**config.mk**
```make
export PLATFORM = sky130hd
export DESIGN_NAME = ipgu
export DESIGN_NICKNAME = d
export VERILOG_FILES = /design/src/rtl/ipguCtrlPkg.sv /design/src/rtl/ipguGeomPkg.sv /design/src/rtl/scanIf.sv /design/src/rtl/memCtrlIf.sv /design/src/rtl/ipgu.sv /design/src/rtl/ipguOutBuffer.sv /design/src/rtl/ipguCtrlUnit.sv /design/src/rtl/ipguAddrCompute.sv /design/src/rtl/ipguMemory.sv /design/src/rtl/pixelRam.sv
export SDC_FILE = /design/constraint.sdc
export NUM_CORES = 2
export LEC_CHECK = 0
export ABC_CLOCK_PERIOD_IN_PS = 3600
export BUFFER_PORTS_ARGS = -buffer_cell sky130_fd_sc_hd__buf_2
export CAP_MARGIN = 0
export CORE_ASPECT_RATIO = 1.75
export CORE_MARGIN = 3
export CORE_UTILIZATION = 45
export CTS_BUF_LIST = sky130_fd_sc_hd__clkbuf_2 sky130_fd_sc_hd__clkbuf_4 sky130_fd_sc_hd__clkbuf_8
export DETAILED_ROUTE_END_ITERATION = 16
export PLACE_DENSITY_LB_ADDON = 0.08
export SYNTH_ARGS = -nofsm -noshare
export SYNTH_HDL_FRONTEND = slang
export SYNTH_SLANG_ARGS = --single-unit
```
**constraint.sdc**
```tcl
create_clock -name clk -period 3.6 [get_ports clk]
set_input_delay 0.36 -clock clk [delete_from_list [all_inputs] [get_ports clk]]
set_output_delay 0.36 -clock clk [all_outputs]
set_load 0.01 [all_outputs]
```
**src/rtl/ipguCtrlPkg.sv**
```systemverilog
`default_nettype none

package ipguCtrlPkg;

    // Sequencer states
    typedef enum logic [2:0] {
        IDLE,
        WIN_READ,
        WIN_DRAIN,
        HEU_WAIT,
        SCALE_DOWN,
        COPY_BACK,
        DONE
    } ctrlStateT;

    // Address pattern for the current scan
    typedef enum logic [1:0] {
        WINDOW,
        DECIMATE,
        COPY
    } scanModeT;

endpackage

`default_nettype wire

```
**src/rtl/ipguGeomPkg.sv**
```systemverilog
`default_nettype none

package ipguGeomPkg;

    // Full frame, 16x16 greyscale
    localparam int IMG_BITS = 4;
    localparam int IMG_DIM  = 1 << IMG_BITS;

    // Detector window handed to the HEU
    localparam int WIN_DIM    = 8;
    localparam int WIN_PIXELS = WIN_DIM * WIN_DIM;

    // Level 1 image after decimation by two
    localparam int SCALED_DIM  = IMG_DIM / 2;
    localparam int SCALED_BITS = IMG_BITS - 1;
    localparam int NUM_LEVELS  = 2;

    // Frame RAM holds the full image, scale RAM the half-size one
    localparam int RAM1_ADDR_BITS = 2 * IMG_BITS;
    localparam int RAM2_ADDR_BITS = 2 * SCALED_BITS;

    typedef logic [7:0] pixelT;

endpackage

`default_nettype wire
```
**src/rtl/scanIf.sv**
```systemverilog
`timescale 1ns/1ns
`default_nettype none

interface scanIf;
    import ipguCtrlPkg::*;

    // Scan control from the FSM
    logic     scanStart;
    logic     scanStep;
    scanModeT scanMode;

    // Scan status back from the address unit
    logic     lastPixel;
    logic     lastWindow;

    modport ctrl (
        output scanStart, scanStep, scanMode,
        input  lastPixel, lastWindow
    );

    modport addr (
        input  scanStart, scanStep, scanMode,
        output lastPixel, lastWindow
    );

endinterface

`default_nettype wire

```
**src/rtl/memCtrlIf.sv**
```systemverilog
`timescale 1ns/1ns
`default_nettype none

interface memCtrlIf;
    import ipguGeomPkg::*;

    // Internal RAM enables, from the control unit
    logic ram1Cs;
    logic ram1We;
    logic ram2Cs;
    logic ram2We;

    // Addresses, from the address unit
    logic [RAM1_ADDR_BITS-1:0] ram1Addr;
    logic [RAM2_ADDR_BITS-1:0] ram2Addr;

    // Frame RAM read data, feeds the output buffer
    pixelT rdPixel;

    modport engine (
        output ram1Cs, ram1We, ram2Cs, ram2We,
        output ram1Addr, ram2Addr,
        input  rdPixel
    );

    modport memory (
        input  ram1Cs, ram1We, ram2Cs, ram2We,
        input  ram1Addr, ram2Addr,
        output rdPixel
    );

endinterface

`default_nettype wire

```
**src/rtl/ipgu.sv**
```systemverilog
`timescale 1ns/1ns
`default_nettype none

module ipgu (
    input  logic                                             clk,
    input  logic                                             reset,
    // External load port
    input  logic                                             extCs,
    input  logic                                             extWe,
    input  logic [ipguGeomPkg::RAM1_ADDR_BITS-1:0]           extAddr,
    input  ipguGeomPkg::pixelT                               extData,
    // Host handshake
    input  logic                                             initIpgu,
    output logic                                             rdyIpgu,
    // HEU side
    input  logic                                             rdyHeu,
    output logic                                             vldIpgu,
    output logic                                             winLevel,
    output ipguGeomPkg::pixelT [ipguGeomPkg::WIN_PIXELS-1:0] winData
);

    logic capture;

    memCtrlIf memBus ();
    scanIf    scanBus ();

    ////////////////////////////////////////
    // Blocks
    ////////////////////////////////////////

    ipguMemory memory (
        .clk,
        .extCs,
        .extWe,
        .extAddr,
        .extData,
        .mem     (memBus)
    );

    ipguAddrCompute addrCompute (
        .clk,
        .reset,
        .scan    (scanBus),
        .mem     (memBus)
    );

    ipguCtrlUnit ctrlUnit (
        .clk,
        .reset,
        .initIpgu,
        .extCs,
        .rdyHeu,
        .rdyIpgu,
        .vldIpgu,
        .winLevel,
        .capture,
        .scan    (scanBus),
        .mem     (memBus)
    );

    // Window buffer, filled from frame RAM reads
    ipguOutBuffer outBuffer (
        .clk,
        .reset,
        .capture,
        .pixel   (memBus.rdPixel),
        .window  (winData)
    );

endmodule

`default_nettype wire

```
**src/rtl/ipguOutBuffer.sv**
```systemverilog
`timescale 1ns/1ns
`default_nettype none

module ipguOutBuffer (
    input  logic                                           clk,
    input  logic                                           reset,
    input  logic                                           capture,
    input  ipguGeomPkg::pixelT                             pixel,
    output ipguGeomPkg::pixelT [ipguGeomPkg::WIN_PIXELS-1:0] window
);
    import ipguGeomPkg::*;

    logic [$clog2(WIN_PIXELS)-1:0] slotIdx;

    // Slot counter, wraps after a full window
    always_ff @(posedge clk) begin
        if (reset) begin
            slotIdx <= '0;
        end else if (capture) begin
            slotIdx <= slotIdx + 1'b1;
        end
    end

    // Raster pixel i lands in byte i
    always_ff @(posedge clk) begin
        if (capture) begin
            window[slotIdx] <= pixel;
        end
    end

endmodule

`default_nettype wire

```
**src/rtl/ipguCtrlUnit.sv**
```systemverilog
`timescale 1ns/1ns
`default_nettype none

module ipguCtrlUnit (
    input  logic      clk,
    input  logic      reset,
    input  logic      initIpgu,
    input  logic      extCs,
    input  logic      rdyHeu,
    output logic      rdyIpgu,
    output logic      vldIpgu,
    output logic      winLevel,
    output logic      capture,
    scanIf.ctrl       scan,
    memCtrlIf.engine  mem
);
    import ipguGeomPkg::*;
    import ipguCtrlPkg::*;

    ctrlStateT state;
    ctrlStateT stateNext;
    logic      level;
    logic      scanDone;
    logic      stepQ;
    logic      scaling;
    logic      topLevel;

    assign scaling  = (state == SCALE_DOWN) || (state == COPY_BACK);
    assign topLevel = (level == 1'(NUM_LEVELS - 1));

    ////////////////////////////////////////
    // Next state
    ////////////////////////////////////////

    always_comb begin
        stateNext      = state;
        scan.scanStart = 1'b0;
        case (state)
            IDLE: begin
                // Start only when the loader is off the frame RAM
                if (initIpgu && !extCs) begin
                    stateNext      = WIN_READ;
                    scan.scanStart = 1'b1;
                end
            end
            WIN_READ: begin
                if (scan.lastPixel) begin
                    stateNext = WIN_DRAIN;
                end
            end
            WIN_DRAIN: begin
                stateNext = HEU_WAIT;
            end
            HEU_WAIT: begin
                if (rdyHeu) begin
                    if (!scan.lastWindow) begin
                        stateNext      = WIN_READ;
                        scan.scanStart = 1'b1;
                    end else if (!topLevel) begin
                        stateNext      = SCALE_DOWN;
                        scan.scanStart = 1'b1;
                    end else begin
                        stateNext = DONE;
                    end
                end
            end
            SCALE_DOWN: begin
                if (scanDone) begin
                    stateNext      = COPY_BACK;
                    scan.scanStart = 1'b1;
                end
            end
            COPY_BACK: begin
                // Scaled image back in the frame for the level 1 read
                if (scanDone) begin
                    stateNext      = WIN_READ;
                    scan.scanStart = 1'b1;
                end
            end
            DONE: begin
                stateNext = IDLE;
            end
            default: begin
                stateNext = IDLE;
            end
        endcase
    end

    ////////////////////////////////////////
    // Scan and RAM enables
    ////////////////////////////////////////

    // Scale scans stop stepping for the trailing write
    assign scan.scanStep = (state == WIN_READ) || (scaling && !scanDone);
    assign scan.scanMode = (state == SCALE_DOWN) ? DECIMATE :
                           (state == COPY_BACK)  ? COPY     : WINDOW;

    assign mem.ram1Cs = (scan.scanStep && ((state == WIN_READ) || (state == SCALE_DOWN)))
                     || (stepQ && (state == COPY_BACK));
    assign mem.ram1We = stepQ && (state == COPY_BACK);
    assign mem.ram2Cs = (stepQ && (state == SCALE_DOWN))
                     || (scan.scanStep && (state == COPY_BACK));
    assign mem.ram2We = stepQ && (state == SCALE_DOWN);

    // Status to the host and the HEU
    assign rdyIpgu  = (state == IDLE);
    assign vldIpgu  = (state == HEU_WAIT);
    assign winLevel = level;

    always_ff @(posedge clk) begin
        if (reset) begin
            state    <= IDLE;
            level    <= 1'b0;
            scanDone <= 1'b0;
            stepQ    <= 1'b0;
            capture  <= 1'b0;
        end else begin
            state   <= stateNext;
            stepQ   <= scan.scanStep;
            // Pixel arrives one cycle after its read
            capture <= (state == WIN_READ);
            if (scan.scanStart) begin
                scanDone <= 1'b0;
            end else if (scaling && scan.scanStep && scan.lastPixel) begin
                scanDone <= 1'b1;
            end
            if ((state == COPY_BACK) && scanDone) begin
                level <= 1'b1;
            end else if (state == DONE) begin
                level <= 1'b0;
            end
        end
    end

    // Window offer holds until the HEU takes it
    vldHeldAssert: assert property (@(posedge clk) disable iff (reset)
        vldIpgu && !rdyHeu |=> vldIpgu)
        else $error("vldIpgu dropped before rdyHeu");

endmodule

`default_nettype wire

```
**src/rtl/ipguAddrCompute.sv**
```systemverilog
`timescale 1ns/1ns
`default_nettype none

module ipguAddrCompute (
    input  logic      clk,
    input  logic      reset,
    scanIf.addr       scan,
    memCtrlIf.engine  mem
);
    import ipguGeomPkg::*;
    import ipguCtrlPkg::*;

    logic [IMG_BITS-1:0]    originX;
    logic [IMG_BITS-1:0]    originY;
    logic [IMG_BITS:0]      levelDim;
    logic [SCALED_BITS-1:0] x;
    logic [SCALED_BITS-1:0] y;
    logic [SCALED_BITS-1:0] xD;
    logic [SCALED_BITS-1:0] yD;
    logic [IMG_BITS:0]      rdX;
    logic [IMG_BITS:0]      rdY;
    logic [IMG_BITS:0]      nextOriginX;
    logic [IMG_BITS:0]      nextOriginY;
    logic                   atLastWindow;
    logic                   windowEnd;
    logic                   lastWindowQ;

    // Window and scale scans both span the full 3-bit counter range
    assign scan.lastPixel = (&x) && (&y);
    assign windowEnd      = scan.scanStep && scan.lastPixel && (scan.scanMode == WINDOW);

    // Origin of the following window
    assign nextOriginX  = {1'b0, originX} + (IMG_BITS + 1)'(WIN_DIM);
    assign nextOriginY  = {1'b0, originY} + (IMG_BITS + 1)'(WIN_DIM);
    assign atLastWindow = (nextOriginX == levelDim) && (nextOriginY == levelDim);

    assign scan.lastWindow = lastWindowQ;

    ////////////////////////////////////////
    // Read coordinates per mode
    ////////////////////////////////////////

    always_comb begin
        case (scan.scanMode)
            DECIMATE: begin
                // Every second pixel of every second row
                rdX = {1'b0, x, 1'b0};
                rdY = {1'b0, y, 1'b0};
            end
            COPY: begin
                rdX = {2'b00, x};
                rdY = {2'b00, y};
            end
            default: begin
                rdX = {1'b0, originX} + {2'b00, x};
                rdY = {1'b0, originY} + {2'b00, y};
            end
        endcase
    end

    // Writes trail reads by one cycle and use the delayed coordinates
    assign mem.ram1Addr = (scan.scanMode == COPY) ? {1'b0, yD, 1'b0, xD}
                                                  : {rdY[IMG_BITS-1:0], rdX[IMG_BITS-1:0]};
    assign mem.ram2Addr = (scan.scanMode == COPY) ? {y, x} : {yD, xD};

    ////////////////////////////////////////
    // Counters
    ////////////////////////////////////////

    always_ff @(posedge clk) begin
        if (reset) begin
            x <= '0;
            y <= '0;
        end else if (scan.scanStart) begin
            x <= '0;
            y <= '0;
        end else if (scan.scanStep) begin
            x <= x + 1'b1;
            // Next row when the column wraps
            if (&x) begin
                y <= y + 1'b1;
            end
        end
    end

    // Registered read address
    always_ff @(posedge clk) begin
        if (scan.scanStep) begin
            xD <= x;
            yD <= y;
        end
    end

    // Window origin and level size
    always_ff @(posedge clk) begin
        if (reset) begin
            originX     <= '0;
            originY     <= '0;
            levelDim    <= (IMG_BITS + 1)'(IMG_DIM);
            lastWindowQ <= 1'b0;
        end else begin
            if (scan.scanStart) begin
                lastWindowQ <= 1'b0;
            end else if (windowEnd) begin
                lastWindowQ <= atLastWindow;
            end
            if (windowEnd) begin
                if (atLastWindow) begin
                    // Full size again for the next run once the level ends
                    originX  <= '0;
                    originY  <= '0;
                    levelDim <= (IMG_BITS + 1)'(IMG_DIM);
                end else if (nextOriginX == levelDim) begin
                    originX <= '0;
                    originY <= nextOriginY[IMG_BITS-1:0];
                end else begin
                    originX <= nextOriginX[IMG_BITS-1:0];
                end
            end else if (scan.scanStep && scan.lastPixel && (scan.scanMode == COPY)) begin
                levelDim <= (IMG_BITS + 1)'(SCALED_DIM);
            end
        end
    end

    // Stepped reads stay inside the current level
    coordRangeAssert: assert property (@(posedge clk) disable iff (reset)
        scan.scanStep |-> (rdX < levelDim) && (rdY < levelDim))
        else $error("Scan coordinate outside the current level");

endmodule

`default_nettype wire

```
**src/rtl/ipguMemory.sv**
```systemverilog
`timescale 1ns/1ns
`default_nettype none

module ipguMemory (
    input  logic                                   clk,
    input  logic                                   extCs,
    input  logic                                   extWe,
    input  logic [ipguGeomPkg::RAM1_ADDR_BITS-1:0] extAddr,
    input  ipguGeomPkg::pixelT                     extData,
    memCtrlIf.memory                               mem
);
    import ipguGeomPkg::*;

    logic                      ram1Cs;
    logic                      ram1We;
    logic [RAM1_ADDR_BITS-1:0] ram1Addr;
    pixelT                     ram1WrData;
    pixelT                     ram1RdData;
    pixelT                     ram2RdData;

    ////////////////////////////////////////
    // Frame RAM port arbitration
    ////////////////////////////////////////

    // External loader wins whenever it selects
    assign ram1Cs     = extCs | mem.ram1Cs;
    assign ram1We     = extCs ? extWe   : mem.ram1We;
    assign ram1Addr   = extCs ? extAddr : mem.ram1Addr;
    // Copy-back path, scaled pixels return to the frame
    assign ram1WrData = extCs ? extData : ram2RdData;

    assign mem.rdPixel = ram1RdData;

    ////////////////////////////////////////
    // RAMs
    ////////////////////////////////////////

    pixelRam #(.ADDR_BITS(RAM1_ADDR_BITS)) ram1 (
        .clk,
        .cs     (ram1Cs),
        .we     (ram1We),
        .addr   (ram1Addr),
        .wrData (ram1WrData),
        .rdData (ram1RdData)
    );

    // Decimation path, frame pixels go straight in
    pixelRam #(.ADDR_BITS(RAM2_ADDR_BITS)) ram2 (
        .clk,
        .cs     (mem.ram2Cs),
        .we     (mem.ram2We),
        .addr   (mem.ram2Addr),
        .wrData (ram1RdData),
        .rdData (ram2RdData)
    );

    // Loader and engine never share the frame RAM
    extExclusiveAssert: assert property (@(posedge clk) !(extCs && mem.ram1Cs))
        else $error("External and internal frame RAM access in the same cycle");

endmodule

`default_nettype wire

```
**src/rtl/pixelRam.sv**
```systemverilog
`timescale 1ns/1ns
`default_nettype none

module pixelRam #(
    parameter int ADDR_BITS = 8
) (
    input  logic                  clk,
    input  logic                  cs,
    input  logic                  we,
    input  logic [ADDR_BITS-1:0]  addr,
    input  ipguGeomPkg::pixelT    wrData,
    output ipguGeomPkg::pixelT    rdData
);
    import ipguGeomPkg::*;

    pixelT memArray [2**ADDR_BITS];

    // One port, write or registered read per cycle
    always_ff @(posedge clk) begin
        if (cs) begin
            if (we) begin
                memArray[addr] <= wrData;
            end else begin
                // Data shows up the cycle after the address
                rdData <= memArray[addr];
            end
        end
    end

endmodule

`default_nettype wire

```
==> impl_metrics.toml <==
[run_status]
status = "complete, but fails checks"
violations = "setup timing"

[route]
drtIter0Drc = 6303
route.vias.total = 74100
drcViolationCount = 0
drt-pass1-iter-count = 6
antenna_left = 0
wl_mm = 382
vias_per_cell = 5.61
avgRoutedWirePerCell_um = 28.9

[critical_path]
cp_max_fo = 9
critical_path_class = "flop to flop"
cp-end-kind = "flop"
cp-start-kind = "flop"
required_ns = 4.36
arrival_ns = 4.42

[clock_tree]
cts_sinks = 3118
path_clk_slew_ns = 0.07
tritoncts = "done"
clockBufferDepth = 4
clockRootBuffer = "clkbuf_8"
cts_made_buffers = 444
insertion_delay_ns = 1.02
htree_levels = 5

[flow_run]
cap_viol_max_count = 0

[timing]
max_freq_ghz = 0.273
finalCritPeriodShare_pct = 102
setup_tns_ns = -0.225
rsz0062_at_grt = "yes"
finalCriticalPeriod_ns = 3.66
finalWorstSetupSlack_ns = -0.0582
slew_violations = 0
skew_ns = 0.0688
slew_headroom_pct = 5.94
worst_pin_slew_ns = 1.41
hold_viol = 0
finalSetupViolCount = 10

[synthesis]
syn_area_um2 = 118000
yosysWarnings = 0
ys_ff_latch = 3118
synth_cell_types = 71
synth_seq_area_share_pct = 79.0
syn_inst = 7835
dominantRegCellSynth = "edfxtp_1"
synth_edf_count = 3094
synth_nets = 7862
synthArstFlopShare_pct = 0
avgSynthCellArea_um2 = 15.1

[power]
powerDensity_nw_per_um2 = 554
irDropWorstVdd_mv = 0.307
power.leakage_nw = 49.5
p_total_w = 0.0797

[layout]
num-nets-final = 9389
post-route-util_pct = 55.1
areaGrowthSynthToFinish_pct = 21.6
final_layout_size_suffix_gt1_share_pct = 26.1
final_cell_mix = "edfxtp_1 (3,094), nand2_1 (1,587), buf_4 (832), buf_2 (536), nand3_1 (465)"
final_common_cell = "edfxtp_1"
fin_area_um2 = 144000

[floorplan]
die-area_um2 = 269000
start_util_pct = 45.3
row_count = 248
io_pins = 537
core_area_um2 = 261000
die_h_um = 684
die_x_um = 394

[global_route]
antenna_found_initial = 6
grt_start_max_net_pins = 105
grt-ovfl-total = 0
grt_use_total_pct = 27.6
grt_pass1_wl_mm = 542
first_global_vias = 74400

[placement]
port_buffers = 536
dp_hpwl_mm = 253
dpl_worst_slack_ns = -0.577
place_congestion = 0.893
dpl_cell_area_um2 = 133000

[hold_path]
hp-class = "input pin to flop"
## stage by stage
step                      cells  hold slack [ns]
after floorplan            7835            0.437
after global placement    12360            0.472
after detailed placement  12361            0.496
after CTS                 13199          0.00639
after global routing      13217            0.106
final                     13219            0.125
## where the power goes
part | switching, W | total (W) | internal [W]
sequential | 0.000232 | 0.0410 | 0.0408
combinational | 0.00717 | 0.0109 | 0.00373
clock | 0.0135 | 0.0278 | 0.0143
total | 0.0209 | 0.0797 | 0.0588
## cell usage after synthesis (4+ instances only)
cell type	count	share of area (%)
dfxtp_1	24	0.41
a311o_1	23	0.19
nor3_1	21	0.089
a211oi_1	4	0.025
inv_1	7	0.022
clkbuf_1	264	0.84
a21oi_1	339	1.4
and3_1	121	0.64
o211ai_1	4	0.025
buf_1	59	0.19
nand2b_1	11	0.058
nor2b_1	6	0.032
a221oi_1	83	0.61
and4_1	22	0.16
o21ai_0	13	0.055
a22o_1	20	0.15
o22ai_1	41	0.22
a222oi_1	15	0.13
o21a_1	5	0.032
mux2_2	24	0.23
buf_6	23	0.22
mux2i_1	202	1.7
a32oi_1	87	0.64
a31oi_1	99	0.52
nor2_1	461	1.5
ha_1	5	0.053
a311oi_1	40	0.30
a21oi_2	10	0.074
a2111oi_0	24	0.18
edfxtp_1	3094	79
a22oi_1	337	2.1
and2_1	7	0.037
a41oi_1	19	0.14
nand4_1	14	0.074
nand3_1	486	2.1
nor4_1	17	0.090
buf_2	132	0.56
nand2_1	1590	5.0
nand3b_1	6	0.038
buf_4	24	0.15
## layer usage
metal | vias up | global-route usage [%] | wire length (µm)
met5 | - | 0 | 21
met4 | 4 | 13.8 | 21900
met3 | 710 | 4.10 | 20800
met2 | 2734 | 50.3 | 202000
met1 | 37683 | 31.5 | 137000
li1 | 32969 | - | -
## area by class of cell
type                            instances  area [µm²]
Sequential cell                      3118       93400
Fill cell                           21291      117000
Inverter                                7        26.3
Antenna cell                            3        7.51
Timing Repair Buffer                 1581       13100
Clock buffer                          571        7100
Multi-Input combinational cell       4210       24200
Tap cell                             3500        4380
Clock inverter                        229        1560
## path summary, 6_finish.rpt
check | from | endpoint | slack, ns | depth (start not counted)
max | ctrlUnit.state[1]$_SDFFE_PP0P_ | memory.ram1.rdData[4]$_DFFE_PP_ | -0.06 | 14
min | extData[0] | memory.ram1.memArray[54][0]$_DFFE_PP_ | 0.12 | 2
max reg2reg | ctrlUnit.state[1]$_SDFFE_PP0P_ | memory.ram1.rdData[4]$_DFFE_PP_ | -0.06 | 14
min reg2reg | ctrlUnit.winLevel$_SDFFE_PP0P_ | ctrlUnit.winLevel$_SDFFE_PP0P_ | 0.51 | 2
## critical path, cell delays in order, from the launching register on
cell,delay [ns]
dfxtp_4,0.36
buf_6,0.12
or3b_4,0.40
o221ai_4,0.26
buf_12,0.20
buf_16,0.18
bufbuf_16,0.31
mux2i_1,0.18
a22oi_1,0.11
a22oi_1,0.18
nand3_2,0.15
a2111oi_2,0.37
buf_4,0.23
a22oi_1,0.08
mux2_4,0.27
## state kept, by name, indices dropped and copies added (netlist names), 2 cells and up
| name | cells |
|---|---|
| addrCompute.xD | 3 |
| memory.ram1.rdData | 8 |
| outBuffer.slotIdx | 6 |
| memory.ram2.rdData | 8 |
| outBuffer.window | 512 |
| ctrlUnit.state | 3 |
| addrCompute.x | 3 |
| memory.ram1.memArray | 2048 |
| addrCompute.levelDim | 2 |
| addrCompute.y | 3 |
| addrCompute.yD | 3 |
| memory.ram2.memArray | 512 |
## cells by family (layout without fill, tap and decap cells)
logic type / count (synthesis) / count (layout) / share of synthesized area [%]
DFF: 3118 / 3118 / 79.0
AOI/OAI and AO/OA: 1191 / 1191 / 7.10
other: 0 / 3 / 0
xor gates and xnor gates: 6 / 6 / 0.0444
and+or+nand+nor: 2780 / 2782 / 9.91
muxes: 226 / 226 / 1.94
buffers and inverters: 509 / 2388 / 1.98
adders and majority gates: 5 / 5 / 0.0529
## timing repair
action                                  CTS  global route
setup buffers                            30            11
gates cloned                              9             8
resized for setup                       209           131
pin swaps                                47            46
endpoints found under the setup margin  346           248
hold buffers                              3             0
hold endpoints to repair                 24             0
(Power assumes the default switching activity.)
